<file path="src/logic/pw_sniffer_config.svh">
`ifndef PW_SNIFFER_CONFIG_SVH
`define PW_SNIFFER_CONFIG_SVH

// matcher and trigger sizing
`define PW_PATTERN_BYTES 4
`define PW_TS_WIDTH      16
`define PW_DELAY_WIDTH   16
`define PW_WIDTH_WIDTH   12
`define PW_LEN_WIDTH     8

// record path
`define PW_CREDITS       4
`define PW_FIFO_DEPTH    8

// register map
`define PW_REG_CTRL      4'd0   // arm, trigger enable, timestamps disable
`define PW_REG_PATTERN   4'd1   // 4 bytes, first byte on the wire first
`define PW_REG_MASK      4'd5   // 4 bytes
`define PW_REG_DELAY     4'd9   // low then high byte
`define PW_REG_WIDTH     4'd11  // low then high byte
`define PW_REG_LEN       4'd13
`define PW_REG_SPEED     4'd14
`define PW_REG_STATUS    4'd15  // capturing, overflow, fired

`endif

</file>
<file path="src/logic/pw_sniffer_pkg.sv">
`default_nettype none
`include "pw_sniffer_config.svh"

package pw_sniffer_pkg;

   typedef logic [7:0]                 pw_byte_t;
   typedef logic [`PW_TS_WIDTH-1:0]    pw_ts_t;
   typedef logic [`PW_DELAY_WIDTH-1:0] pw_delay_t;
   typedef logic [`PW_WIDTH_WIDTH-1:0] pw_width_t;
   typedef logic [`PW_LEN_WIDTH-1:0]   pw_len_t;
   typedef logic [3:0]                 pw_reg_addr_t;

   // index 0 is the oldest byte of the window
   typedef pw_byte_t [`PW_PATTERN_BYTES-1:0] pw_pattern_t;

   // receive side of the UTMI front end
   typedef struct packed {
      pw_byte_t data;
      logic     rxvalid;
      logic     rxactive;
      logic     rxerror;
   } pw_utmi_rx_t;

   typedef struct packed {
      pw_ts_t   timestamp;
      pw_byte_t data;
      logic     rxerror;
   } pw_capture_rec_t;

   typedef struct packed {
      pw_delay_t delay;
      pw_width_t width;
      logic      enable;
   } pw_trig_cfg_t;

   typedef enum logic [1:0] {
      SPEED_LS   = 2'd0,
      SPEED_FS   = 2'd1,
      SPEED_HS   = 2'd2,
      SPEED_AUTO = 2'd3
   } pw_speed_e;

   typedef enum logic {CAP_IDLE, CAP_CAPTURING} pw_cap_state_e;

   typedef enum logic [1:0] {TRIG_IDLE, TRIG_DELAY, TRIG_PULSE} pw_trig_state_e;

endpackage

`default_nettype wire

</file>
<file path="src/logic/pw_fe_capture.sv">
`timescale 1ns/1ps
`default_nettype none
`include "pw_sniffer_config.svh"

module pw_fe_capture (
   input  wire                                 fe_clk,
   input  wire                                 arst_n_i,
   input  wire pw_sniffer_pkg::pw_utmi_rx_t    utmi_rx_i,
   input  wire                                 capture_start_i,
   input  wire pw_sniffer_pkg::pw_len_t        cap_len_i,
   input  wire                                 ts_disable_i,
   input  wire                                 credit_i,
   output pw_sniffer_pkg::pw_capture_rec_t     rec_o,
   output logic                                rec_valid_o,
   output logic                                capturing_o,
   output logic                                overflow_o
);
   import pw_sniffer_pkg::*;

   localparam int AW     = $clog2(`PW_FIFO_DEPTH);
   localparam int PTR_W  = AW + 1;
   localparam int CRED_W = $clog2(`PW_CREDITS + 1);

   pw_cap_state_e     state_q;
   pw_ts_t            ts_q;
   pw_len_t           cnt_q;
   pw_capture_rec_t   fifo_mem [`PW_FIFO_DEPTH];
   logic [PTR_W-1:0]  wr_ptr_q;
   logic [PTR_W-1:0]  rd_ptr_q;
   logic [CRED_W-1:0] credits_q;
   logic              take;
   logic              fifo_full;
   logic              fifo_empty;
   logic              push;
   logic              send;
   pw_capture_rec_t   new_rec;

   assign capturing_o = (state_q == CAP_CAPTURING);
   assign take        = capturing_o && utmi_rx_i.rxvalid && utmi_rx_i.rxactive;
   assign fifo_empty  = (wr_ptr_q == rd_ptr_q);
   assign fifo_full   = (wr_ptr_q[AW-1:0] == rd_ptr_q[AW-1:0]) &&
                        (wr_ptr_q[AW] != rd_ptr_q[AW]);
   assign push        = take && !fifo_full;
   assign send        = !fifo_empty && (credits_q != '0);

   assign new_rec = '{timestamp: ts_disable_i ? pw_ts_t'(0) : ts_q,
                      data:      utmi_rx_i.data,
                      rxerror:   utmi_rx_i.rxerror};

   ////////////////////////////////////////
   // capture FSM and timestamp
   ////////////////////////////////////////
   always_ff @(posedge fe_clk or negedge arst_n_i) begin
      if (!arst_n_i) begin
         state_q    <= CAP_IDLE;
         ts_q       <= '0;
         cnt_q      <= '0;
         overflow_o <= 1'b0;
      end else begin
         overflow_o <= take && fifo_full;   // dropped byte
         if (capture_start_i) begin
            state_q <= (cap_len_i == '0) ? CAP_IDLE : CAP_CAPTURING;
            ts_q    <= pw_ts_t'(1);   // first cycle after the start pulse
            cnt_q   <= '0;
         end else if (capturing_o) begin
            ts_q <= ts_q + pw_ts_t'(1);
            if (take) begin   // dropped bytes still count toward the length
               cnt_q <= cnt_q + pw_len_t'(1);
               if (cnt_q == cap_len_i - pw_len_t'(1)) begin
                  state_q <= CAP_IDLE;
               end
            end
         end
      end
   end

   ////////////////////////////////////////
   // record FIFO and credit sender
   ////////////////////////////////////////
   always_ff @(posedge fe_clk) begin
      if (push) begin
         fifo_mem[wr_ptr_q[AW-1:0]] <= new_rec;
      end
      if (send) begin
         rec_o <= fifo_mem[rd_ptr_q[AW-1:0]];
      end
   end

   always_ff @(posedge fe_clk or negedge arst_n_i) begin
      if (!arst_n_i) begin
         wr_ptr_q    <= '0;
         rd_ptr_q    <= '0;
         credits_q   <= CRED_W'(`PW_CREDITS);
         rec_valid_o <= 1'b0;
      end else begin
         rec_valid_o <= send;
         if (push) begin
            wr_ptr_q <= wr_ptr_q + PTR_W'(1);
         end
         if (send) begin
            rd_ptr_q <= rd_ptr_q + PTR_W'(1);
         end
         case ({send, credit_i})
            2'b10:   credits_q <= credits_q - CRED_W'(1);
            2'b01:   credits_q <= credits_q + CRED_W'(1);
            default: ;   // none, or one spent and one back
         endcase
      end
   end

endmodule

`default_nettype wire

</file>
<file path="src/logic/pw_pattern_matcher.sv">
`timescale 1ns/1ps
`default_nettype none
`include "pw_sniffer_config.svh"

module pw_pattern_matcher (
   input  wire                                fe_clk,
   input  wire                                arst_n_i,
   input  wire pw_sniffer_pkg::pw_utmi_rx_t   utmi_rx_i,
   input  wire                                arm_i,
   input  wire pw_sniffer_pkg::pw_pattern_t   pattern_i,
   input  wire pw_sniffer_pkg::pw_pattern_t   mask_i,
   output logic                               match_o
);
   import pw_sniffer_pkg::*;

   localparam int CNT_W = $clog2(`PW_PATTERN_BYTES + 1);

   pw_pattern_t      hist_q;       // newest byte at the top index
   logic [CNT_W-1:0] seen_q;       // bytes of this packet, saturating
   logic             new_byte_q;
   logic             done_q;
   logic             full;
   logic             hit;
   logic             match_d;

   assign full = (seen_q == CNT_W'(`PW_PATTERN_BYTES));

   // only bits with a set mask bit take part
   assign hit = ((hist_q ^ pattern_i) & mask_i) == '0;

   // compare once per new byte, fire once per arm
   assign match_d = arm_i && !done_q && new_byte_q && full && hit;

   always_ff @(posedge fe_clk or negedge arst_n_i) begin
      if (!arst_n_i) begin
         hist_q     <= '0;
         seen_q     <= '0;
         new_byte_q <= 1'b0;
         done_q     <= 1'b0;
         match_o    <= 1'b0;
      end else begin
         new_byte_q <= utmi_rx_i.rxvalid && utmi_rx_i.rxactive;
         match_o    <= match_d;

         if (!utmi_rx_i.rxactive) begin   // packet over, start afresh
            hist_q <= '0;
            seen_q <= '0;
         end else if (utmi_rx_i.rxvalid) begin
            hist_q <= {utmi_rx_i.data, hist_q[`PW_PATTERN_BYTES-1:1]};
            if (!full) begin
               seen_q <= seen_q + CNT_W'(1);
            end
         end

         if (!arm_i) begin
            done_q <= 1'b0;
         end else if (match_d) begin
            done_q <= 1'b1;
         end
      end
   end

endmodule

`default_nettype wire

</file>
<file path="src/logic/pw_reg_file.sv">
`timescale 1ns/1ps
`default_nettype none
`include "pw_sniffer_config.svh"

module pw_reg_file (
   input  wire                                 fe_clk,
   input  wire                                 arst_n_i,
   input  wire pw_sniffer_pkg::pw_reg_addr_t   reg_addr_i,
   input  wire pw_sniffer_pkg::pw_byte_t       reg_wdata_i,
   input  wire                                 reg_write_i,
   input  wire                                 reg_read_i,
   input  wire                                 fired_i,
   input  wire                                 capturing_i,
   input  wire                                 overflow_i,
   output pw_sniffer_pkg::pw_byte_t            reg_rdata_o,
   output logic                                arm_o,
   output pw_sniffer_pkg::pw_pattern_t         pattern_o,
   output pw_sniffer_pkg::pw_pattern_t         mask_o,
   output pw_sniffer_pkg::pw_trig_cfg_t        trig_cfg_o,
   output pw_sniffer_pkg::pw_len_t             cap_len_o,
   output logic                                ts_disable_o,
   output logic [1:0]                          fe_xcvrsel_o,
   output logic                                fe_termsel_o
);
   import pw_sniffer_pkg::*;

   logic       trig_en_q;
   pw_delay_t  delay_q;
   pw_width_t  width_q;
   pw_speed_e  speed_q;
   logic       ovf_q;      // sticky, cleared by a control write
   logic       fired_q;
   logic [1:0] byte_idx;
   pw_byte_t   rd_mux;

   // pattern and mask banks both start one past a multiple of four
   assign byte_idx   = reg_addr_i[1:0] - 2'd1;
   assign trig_cfg_o = '{delay: delay_q, width: width_q, enable: trig_en_q};

   ////////////////////////////////////////
   // write side
   ////////////////////////////////////////
   always_ff @(posedge fe_clk or negedge arst_n_i) begin
      if (!arst_n_i) begin
         arm_o        <= 1'b0;
         trig_en_q    <= 1'b0;
         ts_disable_o <= 1'b0;
         pattern_o    <= '0;
         mask_o       <= '0;
         delay_q      <= '0;
         width_q      <= '0;
         cap_len_o    <= '0;
         speed_q      <= SPEED_FS;
         ovf_q        <= 1'b0;
         fired_q      <= 1'b0;
      end else begin
         if (reg_write_i) begin
            case (reg_addr_i) inside
               `PW_REG_CTRL: begin
                  arm_o        <= reg_wdata_i[0];
                  trig_en_q    <= reg_wdata_i[1];
                  ts_disable_o <= reg_wdata_i[2];
                  ovf_q        <= 1'b0;
                  fired_q      <= 1'b0;
               end
               [`PW_REG_PATTERN:`PW_REG_MASK - 4'd1]: pattern_o[byte_idx] <= reg_wdata_i;
               [`PW_REG_MASK:`PW_REG_DELAY - 4'd1]:   mask_o[byte_idx] <= reg_wdata_i;
               `PW_REG_DELAY:        delay_q[7:0] <= reg_wdata_i;
               `PW_REG_DELAY + 4'd1: delay_q[`PW_DELAY_WIDTH-1:8] <= reg_wdata_i[`PW_DELAY_WIDTH-9:0];
               `PW_REG_WIDTH:        width_q[7:0] <= reg_wdata_i;
               `PW_REG_WIDTH + 4'd1: width_q[`PW_WIDTH_WIDTH-1:8] <= reg_wdata_i[`PW_WIDTH_WIDTH-9:0];
               `PW_REG_LEN:          cap_len_o <= pw_len_t'(reg_wdata_i);
               `PW_REG_SPEED:        speed_q <= pw_speed_e'(reg_wdata_i[1:0]);
               default: ;
            endcase
         end
         if (fired_i) begin   // one trigger per arm
            arm_o   <= 1'b0;
            fired_q <= 1'b1;
         end
         if (overflow_i) begin
            ovf_q <= 1'b1;
         end
      end
   end

   ////////////////////////////////////////
   // read side
   ////////////////////////////////////////
   always_comb begin
      rd_mux = '0;
      case (reg_addr_i) inside
         `PW_REG_CTRL:                          rd_mux = {5'd0, ts_disable_o, trig_en_q, arm_o};
         [`PW_REG_PATTERN:`PW_REG_MASK - 4'd1]: rd_mux = pattern_o[byte_idx];
         [`PW_REG_MASK:`PW_REG_DELAY - 4'd1]:   rd_mux = mask_o[byte_idx];
         `PW_REG_DELAY:                         rd_mux = delay_q[7:0];
         `PW_REG_DELAY + 4'd1:                  rd_mux = pw_byte_t'(delay_q >> 8);
         `PW_REG_WIDTH:                         rd_mux = width_q[7:0];
         `PW_REG_WIDTH + 4'd1:                  rd_mux = pw_byte_t'(width_q >> 8);
         `PW_REG_LEN:                           rd_mux = pw_byte_t'(cap_len_o);
         `PW_REG_SPEED:                         rd_mux = {6'd0, speed_q};
         `PW_REG_STATUS:                        rd_mux = {5'd0, fired_q, ovf_q, capturing_i};
         default: ;
      endcase
   end

   always_ff @(posedge fe_clk) begin
      if (reg_read_i) begin
         reg_rdata_o <= rd_mux;
      end
   end

   // transceiver select and termination per bus speed
   always_comb begin
      case (speed_q)
         SPEED_LS: begin
            fe_xcvrsel_o = 2'b10;
            fe_termsel_o = 1'b1;
         end
         SPEED_HS: begin
            fe_xcvrsel_o = 2'b00;
            fe_termsel_o = 1'b0;
         end
         default: begin   // FS, and AUTO until detection exists
            fe_xcvrsel_o = 2'b01;
            fe_termsel_o = 1'b1;
         end
      endcase
   end

endmodule

`default_nettype wire

</file>
<file path="src/logic/pw_sniffer_top.sv">
`timescale 1ns/1ps
`default_nettype none

module pw_sniffer_top (
   input  wire                                 fe_clk,
   input  wire                                 arst_n_i,
   // register port
   input  wire pw_sniffer_pkg::pw_reg_addr_t   reg_addr_i,
   input  wire pw_sniffer_pkg::pw_byte_t       reg_wdata_i,
   input  wire                                 reg_write_i,
   input  wire                                 reg_read_i,
   output pw_sniffer_pkg::pw_byte_t            reg_rdata_o,
   // front end
   input  wire pw_sniffer_pkg::pw_utmi_rx_t    utmi_rx_i,
   output logic [1:0]                          fe_xcvrsel_o,
   output logic                                fe_termsel_o,
   // trigger and leds
   output logic                                trig_o,
   output logic                                led_arm_o,
   output logic                                led_cap_o,
   // record stream
   output pw_sniffer_pkg::pw_capture_rec_t     rec_o,
   output logic                                rec_valid_o,
   input  wire                                 credit_i
);
   import pw_sniffer_pkg::*;

   logic         arm;
   pw_pattern_t  pattern;
   pw_pattern_t  mask;
   pw_trig_cfg_t trig_cfg;
   pw_len_t      cap_len;
   logic         ts_disable;
   logic         match;
   logic         capture_start;
   logic         fired;
   logic         capturing;
   logic         overflow;

   assign led_arm_o = arm;
   assign led_cap_o = capturing;

   pw_reg_file reg_file_inst (
      .fe_clk       (fe_clk),
      .arst_n_i     (arst_n_i),
      .reg_addr_i   (reg_addr_i),
      .reg_wdata_i  (reg_wdata_i),
      .reg_write_i  (reg_write_i),
      .reg_read_i   (reg_read_i),
      .fired_i      (fired),
      .capturing_i  (capturing),
      .overflow_i   (overflow),
      .reg_rdata_o  (reg_rdata_o),
      .arm_o        (arm),
      .pattern_o    (pattern),
      .mask_o       (mask),
      .trig_cfg_o   (trig_cfg),
      .cap_len_o    (cap_len),
      .ts_disable_o (ts_disable),
      .fe_xcvrsel_o (fe_xcvrsel_o),
      .fe_termsel_o (fe_termsel_o)
   );

   pw_pattern_matcher pattern_matcher_inst (
      .fe_clk    (fe_clk),
      .arst_n_i  (arst_n_i),
      .utmi_rx_i (utmi_rx_i),
      .arm_i     (arm),
      .pattern_i (pattern),
      .mask_i    (mask),
      .match_o   (match)
   );

   pw_trigger trigger_inst (
      .fe_clk          (fe_clk),
      .arst_n_i        (arst_n_i),
      .match_i         (match),
      .trig_cfg_i      (trig_cfg),
      .trig_o          (trig_o),
      .capture_start_o (capture_start),
      .fired_o         (fired)
   );

   pw_fe_capture fe_capture_inst (
      .fe_clk          (fe_clk),
      .arst_n_i        (arst_n_i),
      .utmi_rx_i       (utmi_rx_i),
      .capture_start_i (capture_start),
      .cap_len_i       (cap_len),
      .ts_disable_i    (ts_disable),
      .credit_i        (credit_i),
      .rec_o           (rec_o),
      .rec_valid_o     (rec_valid_o),
      .capturing_o     (capturing),
      .overflow_o      (overflow)
   );

endmodule

`default_nettype wire

</file>
<file path="src/logic/pw_trigger.sv">
`timescale 1ns/1ps
`default_nettype none

module pw_trigger (
   input  wire                                fe_clk,
   input  wire                                arst_n_i,
   input  wire                                match_i,
   input  wire pw_sniffer_pkg::pw_trig_cfg_t  trig_cfg_i,
   output logic                               trig_o,
   output logic                               capture_start_o,
   output logic                               fired_o
);
   import pw_sniffer_pkg::*;

   pw_trig_state_e state_q;
   pw_delay_t      delay_cnt_q;
   pw_width_t      width_cnt_q;
   pw_width_t      width_load;
   logic           launch;

   // zero delay goes straight from the match to the pulse
   assign launch = (state_q == TRIG_IDLE && match_i && trig_cfg_i.enable &&
                    trig_cfg_i.delay == '0) ||
                   (state_q == TRIG_DELAY && delay_cnt_q == '0);

   assign width_load = (trig_cfg_i.width == '0) ? '0 : trig_cfg_i.width - pw_width_t'(1);

   assign fired_o = capture_start_o;   // same edge as trig_o rising

   always_ff @(posedge fe_clk or negedge arst_n_i) begin
      if (!arst_n_i) begin
         state_q         <= TRIG_IDLE;
         delay_cnt_q     <= '0;
         width_cnt_q     <= '0;
         trig_o          <= 1'b0;
         capture_start_o <= 1'b0;
      end else begin
         capture_start_o <= launch;
         if (launch) begin
            state_q     <= TRIG_PULSE;
            trig_o      <= 1'b1;
            width_cnt_q <= width_load;
         end else begin
            case (state_q)
               TRIG_IDLE: begin
                  if (match_i && trig_cfg_i.enable) begin   // nonzero delay here
                     state_q     <= TRIG_DELAY;
                     delay_cnt_q <= trig_cfg_i.delay - pw_delay_t'(1);
                  end
               end
               TRIG_DELAY: delay_cnt_q <= delay_cnt_q - pw_delay_t'(1);
               TRIG_PULSE: begin
                  if (width_cnt_q == '0) begin
                     trig_o  <= 1'b0;
                     state_q <= TRIG_IDLE;
                  end else begin
                     width_cnt_q <= width_cnt_q - pw_width_t'(1);
                  end
               end
               default: state_q <= TRIG_IDLE;
            endcase
         end
      end
   end

endmodule

`default_nettype wire

</file>
<file path="config.mk">
export PLATFORM = sky130hd
export DESIGN_NAME = pw_sniffer_top
export DESIGN_NICKNAME = d
export VERILOG_FILES = /design/src/logic/pw_sniffer_pkg.sv /design/src/logic/pw_fe_capture.sv /design/src/logic/pw_pattern_matcher.sv /design/src/logic/pw_reg_file.sv /design/src/logic/pw_sniffer_top.sv /design/src/logic/pw_trigger.sv
export VERILOG_INCLUDE_DIRS = /design/src /design/src/logic
export SDC_FILE = /design/constraint.sdc
export NUM_CORES = 1
export LEC_CHECK = 0
export ABC_CLOCK_PERIOD_IN_PS = 4300
export BUFFER_PORTS_ARGS = -buffer_cell sky130_fd_sc_hd__clkbuf_2
export CAP_MARGIN = 5
export CORE_MARGIN = 1
export CORE_UTILIZATION = 39
export DETAILED_ROUTE_END_ITERATION = 6
export PLACE_DENSITY = 0.59
export SYNTH_ARGS = -nofsm -noshare
export SYNTH_HDL_FRONTEND = slang
export SYNTH_SLANG_ARGS = --single-unit
export TNS_END_PERCENT = 5
</file>
<file path="constraint.sdc">
create_clock -name fe_clk -period 4.3 [get_ports fe_clk]
set_input_delay 0.43 -clock fe_clk [delete_from_list [all_inputs] [get_ports fe_clk]]
set_output_delay 0.43 -clock fe_clk [all_outputs]
set_load 0.005 [all_outputs]
</file>
Word level (Yosys, flattened, before mapping)
Memories as Yosys holds them, arrays and structs flattened. A register that Yosys moved wholly into a read port is not among the register bits.
Cells that the tools add are included.
Word-level totals
  register bits: 223
  word-level logic and storage cells: 219
  memories kept: 1
  memory bits (writable): 200
Memory list
  fe_capture_inst.fifo_mem: words 8, width 25, rd ports 1, clocked after Yosys merged registers in 1, write ports 1, RTL line pw_fe_capture.sv:27  | pw_capture_rec_t fifo_mem [`PW_FIFO_DEPTH];
Operators by class
  equality and inequality tests: 25
  add/subtract/negate cells: 13
  bitwise operators: 11
  magnitude comparators: 6
  reduce and logical (&&, ||, !) cells: 60
  mux-type cells: 61
Operators with widths (number)
  $mux W8: 14
  $bwmux W32: 2
  $mux W16: 4
  $mux W32: 2
  $mux W12: 4
  $and A32 B32 Y32: 1
  $bmux W8 S2: 2
  $logic_not A16 Y1: 2
  $logic_not A32 Y1: 1
  $pmux W16 S2: 1
  $sub A16 B1 Y16 const B: 2
  $xor A32 B32 Y32: 1
  $eq A4 B4 Y1 const B: 7
  $logic_not A12 Y1: 2
  $sub A12 B1 Y12 const B: 2
  $mux W1: 20
  $reduce_bool A2 Y1: 10
  $logic_and A1 B1 Y1: 19
  $add A16 B1 Y16 const B: 1
  $demux W8 S2: 1
  $mux W3: 5
  $reduce_and A2 Y1: 7
  $reduce_and A10 Y1: 1
  $not A1 Y1: 9
  other kinds (40): 56

Logic depth before layout (Yosys ltp)
  depth after elaboration: 11
  depth in mapped cells: 12
  gate-level depth less buffers: 10

By module
From an unflattened synthesis, not the netlist that was laid out.
Second synthesis, totals
  cell total of the unflattened synthesis: 1484
  area total of the unflattened synthesis: 20875.0 um^2
By module, submodules not included
  pw_fe_capture: cells each 551, sequential area each 7708.6 um^2, instances 1, area an instance 10463.8 um^2
  pw_reg_file: cells each 422, sequential area each 2919.0 um^2, instances 1, area an instance 5650.4 um^2
  pw_trigger: cells each 321, sequential area each 800.8 um^2, instances 1, area an instance 2661.3 um^2
  pw_pattern_matcher: cells each 190, sequential area each 950.9 um^2, instances 1, area an instance 2099.5 um^2

Worst setup path after synthesis
Ideal clock, no wire load.
  path kind: input-to-reg
  from: in utmi_rx_i[2] (netlist bit)
  to: mem fe_capture_inst.fifo_mem[0][0] (netlist bit) (enable)
  slack: 0.629 ns
  cell stages on the path: 6
  data required time: 3.862 ns
  data arrival time: 3.232 ns
  cell sequence: clkbuf_1 > and2_1 > nand2_1 > a21oi_1 > nand2b_1 > nor3_1
On the way
  longest elaborated chain between the ends: 5
RTL lines
  start, declared: RTL line pw_sniffer_top.sv:14  | input wire pw_sniffer_pkg::pw_utmi_rx_t utmi_rx_i,
  $logic_and A1 B1 Y1 (2 in a row): RTL line pw_fe_capture.sv:39  | assign take = capturing_o && utmi_rx_i.rxvalid && utmi_rx_i.rxactive;
  $logic_and A1 B1 Y1: RTL line pw_fe_capture.sv:43  | assign push = take && !fifo_full;
  $mux W1: RTL line pw_fe_capture.sv:81  | if (push) begin
  $mux W1 (not written as such): RTL line pw_fe_capture.sv:82  | fifo_mem[wr_ptr_q[AW-1:0]] <= new_rec;
  end, declared: RTL line pw_fe_capture.sv:27
Every way passes these cells.

Worst setup path in the final report
  from: reg trigger_inst.state_q[1]
  to: reg trigger_inst.delay_cnt_q[12]
On the way
  longest elaborated chain between the ends: 7
  elaborated cells between the ends (all ways): 12
  classes of those cells: eq/ne: 2; mux: 1; bitwise: 1; reduce/logical: 8
RTL lines
  start, declared: RTL line pw_trigger.sv:15  | pw_trig_state_e state_q;
  start signal, assigned: RTL line pw_trigger.sv:32  | state_q <= TRIG_IDLE;
  start signal, assigned: RTL line pw_trigger.sv:40  | state_q <= TRIG_PULSE;
  start signal, assigned: RTL line pw_trigger.sv:47  | state_q <= TRIG_DELAY;
  $logic_not A2 Y1: RTL line pw_trigger.sv:22, pw_trigger.sv:44
  $logic_and A1 B1 Y1 (3 in a row): RTL line pw_trigger.sv:22  | assign launch = (state_q == TRIG_IDLE && match_i && trig_cfg_i.enable &&
  $logic_or A1 B1 Y1: RTL line pw_trigger.sv:23  | trig_cfg_i.delay == '0) ||
  $not A1 Y1 (no source line)
  $reduce_and A3 Y1 (no source line)
  end signal, assigned: RTL line pw_trigger.sv:48  | delay_cnt_q <= trig_cfg_i.delay - pw_delay_t'(1);
  end signal, assigned: RTL line pw_trigger.sv:51  | TRIG_DELAY: delay_cnt_q <= delay_cnt_q - pw_delay_t'(1);
  end, declared: RTL line pw_trigger.sv:16  | pw_delay_t delay_cnt_q;
Several ways; a longest one is shown, not always the timed one.
A chain may end at the register's enable or synchronous reset.

==> results.txt <==
The floorplan has 83 rows. The worst setup path is launched from a register. The die outline width came out at 231.3 µm.

At the end of routability-driven placement, the weighted congestion stood at approximately 0.86. The DRC violations left came out at 0. The maximum fanout along the worst path came out at 9. The async set or reset register ratio after synthesis came out at 0.4799. The flow ran to the end, and the final reports show no timing, DRC or antenna violations. The root buffer selected by CTS is sky130_fd_sc_hd__clkbuf_16. The clock reaches the later pin of the worst-skew pair after 590 ps. The number of top-level pins came out at 68. Sorting the synthesized cells by area gives the leading types as sky130_fd_sc_hd__edfxtp_1, sky130_fd_sc_hd__dfrtp_1, sky130_fd_sc_hd__mux2_2, sky130_fd_sc_hd__mux4_2, sky130_fd_sc_hd__xor2_1. The residual antenna-violating net count after detailed routing came out at 0.

The total via count in the routed design came out at 12280. Max-cap violations in this run came to 0. The total global routing overflow came out at 0. The via count normalized by instance count came out at around 5.5. The number of global-route vias before repair is roughly 13000.

The longest clock path from root to sink contains 3 buffers. The total negative slack is 0 ps. The length of the first detailed-routing pass in iterations came out at 5.

Of the cells placed in the final design, the portion with a size suffix greater than 1 is 0.2357. The CTS tree is done. The sequential fraction of the synthesis area came out at 0.6035. The first-iteration detailed-routing DRC count came out at 930. The die footprint is around 54000 µm².

The count of input and output buffers came out at between 60 and 70. The fmax is just over 0.3 GHz. The required time at the endpoint of the critical path is about 4800 ps. Gates resized during post-CTS repair numbered 0. The critical path in this run is classified as register to register. The final layout contains between 1500 and 2000 nets. The synthesized design spends more area on one cell type than any other, namely sky130_fd_sc_hd__edfxtp_1. Synthesis handed over a netlist of 1470 instances. Counting every net in the synthesized netlist gives 1516. The count of final hold-check violations came out at 0.

The count of state elements after synthesis is ~450. STA classifies the critical path endpoint as a register. The share of the core filled with cells came out at 0.4461. Buffers inserted during clock tree synthesis total 46. The transition time of the tightest slew-check pin came out at 1075 ps. The leading cell type in the layout, fill and taps excluded is sky130_fd_sc_hd__edfxtp_1. The H-tree depth reported by CTS is 2. The total global-route track usage came out at 0.1808. The initial core utilization came out at 0.3974. For this design, the sink count on the clock tree is ~450. The total power density per cell area came out at around 560 nW/µm². Setup repair after global routing left no endpoint under its margin. After filler insertion, the fill cell instance count of the layout stands at about 4600.

The average wire length per cell after detail routing is ~21 µm. The vertical die dimension came out at about 230 µm. Dividing the final minimum period by the clock period gives 0.7591. After detailed routing, the total wire length is ~47000 µm. The peak supply drop came out at a little over 0.0005 V. The clock skew after layout is 24.67 ps.

The cell count of the worst hold path is 1. In this run the worst hold path is classified as primary input to register. Measured against its own limit, the worst slew margin works out to 0.2835. The growth of design area from synthesis to finish came out at 12.24%. The count of warnings emitted by yosys is 0. The number of distinct library cell variants in the gate-level netlist after synthesis came out at 74. The maximum number of pins on one net before global-route repair is roughly 110. The number of slew-limit violations in the final report was 0. The instance area after placement is about 22000 µm². Each instance of the synthesized netlist takes up on average between 10 and 15 µm². The final setup violation count came out at 0. For this run, the leading register cell type out of synthesis is sky130_fd_sc_hd__edfxtp_1. The netlist area before placement is around 20000 µm².

In the layout the commonest cells are sky130_fd_sc_hd__edfxtp_1, sky130_fd_sc_hd__dfrtp_1, sky130_fd_sc_hd__mux2_2. The HPWL after detailed placement came out at 29890 µm. The worst path needs 3264 ps of the cycle, external delays included. The portion of synthesized cell area occupied by the leading cell type came out at 0.3411. The number of antenna violations at the first check in global routing came out at 0. The first global-routing pass estimated around 75000 µm of wire. The design area is ~23000 µm². The analysis attributes to cell leakage a power of about 0.009 µW. At the worst endpoint, the arrival time is 3720 ps.

The depth of the worst register-to-register path is 10. The clock-pin slew of the registers on the worst-case setup and hold paths came out at roughly 60 ps. The number of enable-type register cells in the synthesized netlist is 233.

The region available for standard cell placement spans 51610 µm².
[synthesized netlist by cell type (8+ instances only)]
cell and number:
sky130_fd_sc_hd__nor2b_1 62, sky130_fd_sc_hd__nor4_1 13, sky130_fd_sc_hd__edfxtp_1 233, sky130_fd_sc_hd__ha_1 17, sky130_fd_sc_hd__mux4_2 66, sky130_fd_sc_hd__xor2_1 69
sky130_fd_sc_hd__a21oi_1 37, sky130_fd_sc_hd__nor3_1 22, sky130_fd_sc_hd__o21ai_0 45, sky130_fd_sc_hd__xnor2_1 29, sky130_fd_sc_hd__dfrtp_1 213, sky130_fd_sc_hd__mux2i_1 52
sky130_fd_sc_hd__mux2_2 133, sky130_fd_sc_hd__nand4_1 20, sky130_fd_sc_hd__and3_1 10, sky130_fd_sc_hd__nand3_1 18, sky130_fd_sc_hd__nor2_1 96, sky130_fd_sc_hd__or4_1 8
sky130_fd_sc_hd__clkbuf_1 58, sky130_fd_sc_hd__a22oi_1 19, sky130_fd_sc_hd__inv_1 20, sky130_fd_sc_hd__buf_1 11, sky130_fd_sc_hd__nand2b_1 12, sky130_fd_sc_hd__nand2_1 86
[power breakdown]
part           internal (µW)  total [µW]  switching [µW]
Sequential              5360        5960             598
Clock                   2070        3740            1670
Combinational           1500        3080            1580
[path summary, 6_finish.rpt]
check	start	end	slack (ps)
worst max-delay path	trigger_inst.state_q[1]	trigger_inst.delay_cnt_q[12]	1040
min in group asynchronous	arst_n_i	reg_file_inst.mask_o[20]	490
worst min-delay path	utmi_rx_i[0]	fe_capture_inst.fifo_mem[3][0]	140
worst min register to register	fe_capture_inst.wr_ptr_q[3]	fe_capture_inst.wr_ptr_q[3]	490
max in group asynchronous	arst_n_i	trigger_inst.width_cnt_q[7]	2770
worst max register to register	trigger_inst.state_q[1]	trigger_inst.delay_cnt_q[12]	1040
[state kept, by name, summed over array words and instances, names as in the netlist, 12 cells and up]
| register | count |
|---|---|
| fe_capture_inst.fifo_mem | 200 |
| trigger_inst.delay_cnt_q | 16 |
| reg_file_inst.width_q | 12 |
| reg_file_inst.pattern_o | 32 |
| trigger_inst.width_cnt_q | 12 |
| reg_file_inst.mask_o | 32 |
| fe_capture_inst.ts_q | 16 |
| fe_capture_inst.rec_o | 25 |
| reg_file_inst.delay_q | 16 |
| pattern_matcher_inst.hist_q | 32 |
[metrics by stage]
stage	power (µW)	hold WS [ps]	setup slack (ps)	cells
2_1_floorplan	8094	134.4	629.4	1470
3_3_place_gp	9107	474.7	1212	2164
3_5_place_dp	9174	468.3	1056	2164
4_1_cts	12930	113.4	1048	2250
5_1_grt	13430	141.7	815.7	2250
6_report	12780	142.0	1036	2251
[timing repair]
item / CTS / global route
buffers inserted: 0 / 0
endpoints found under the hold margin: 109 / 0
hold buffers: 1 / 0
[cell type report]
| class | instances | area (µm²) | area share |
|---|---|---|---|
| clock inverters | 21 | 117.6 | 0.005108 |
| inverters | 22 | 82.58 | 0.003587 |
| diodes | 1 | 2.502 | 0.0001087 |
| well taps | 680 | 850.8 | 0.03695 |
| flip-flops and latches | 448 | 12380 | 0.5379 |
| repair buffers | 89 | 525.5 | 0.02282 |
| multi-input cells | 926 | 7791 | 0.3384 |
| clock buffers | 64 | 1270 | 0.05516 |
[worst max-delay path, stage by stage (launching register included)]
cell                       delay, ps
sky130_fd_sc_hd__dfrtp_1         500
sky130_fd_sc_hd__nand2b_1        180
sky130_fd_sc_hd__mux2_2          380
sky130_fd_sc_hd__inv_1            70
sky130_fd_sc_hd__ha_1            240
sky130_fd_sc_hd__nor3b_1         370
sky130_fd_sc_hd__a32oi_2         190
sky130_fd_sc_hd__or4_4           620
sky130_fd_sc_hd__nor2_1          180
sky130_fd_sc_hd__o21ai_0         110
sky130_fd_sc_hd__a211o_1         300
[logic make-up after synthesis]
family	after synthesis	share of synthesized area
adder cells (fa/ha/maj)	18	0.01134
buffers and inverters	96	0.01830
AND/OR/NAND/NOR	387	0.09839
multiplexers	251	0.1708
AO/OA/AOI/OAI	172	0.05581
flip-flops	448	0.6035
XOR/XNOR	98	0.04184
[layer usage]
| layer | vias to the layer above | track usage | share of wire |
|---|---|---|---|
| met5 | - | 0 | 0 |
| met4 | 0 | 0.04988 | 0.020 |
| met3 | 66 | 0.02940 | 0.045 |
| met2 | 280 | 0.2813 | 0.46 |
| met1 | 6289 | 0.2608 | 0.48 |
| li1 | 5648 | - | - |
No activity file was read; power rests on OpenSTA's default activity.
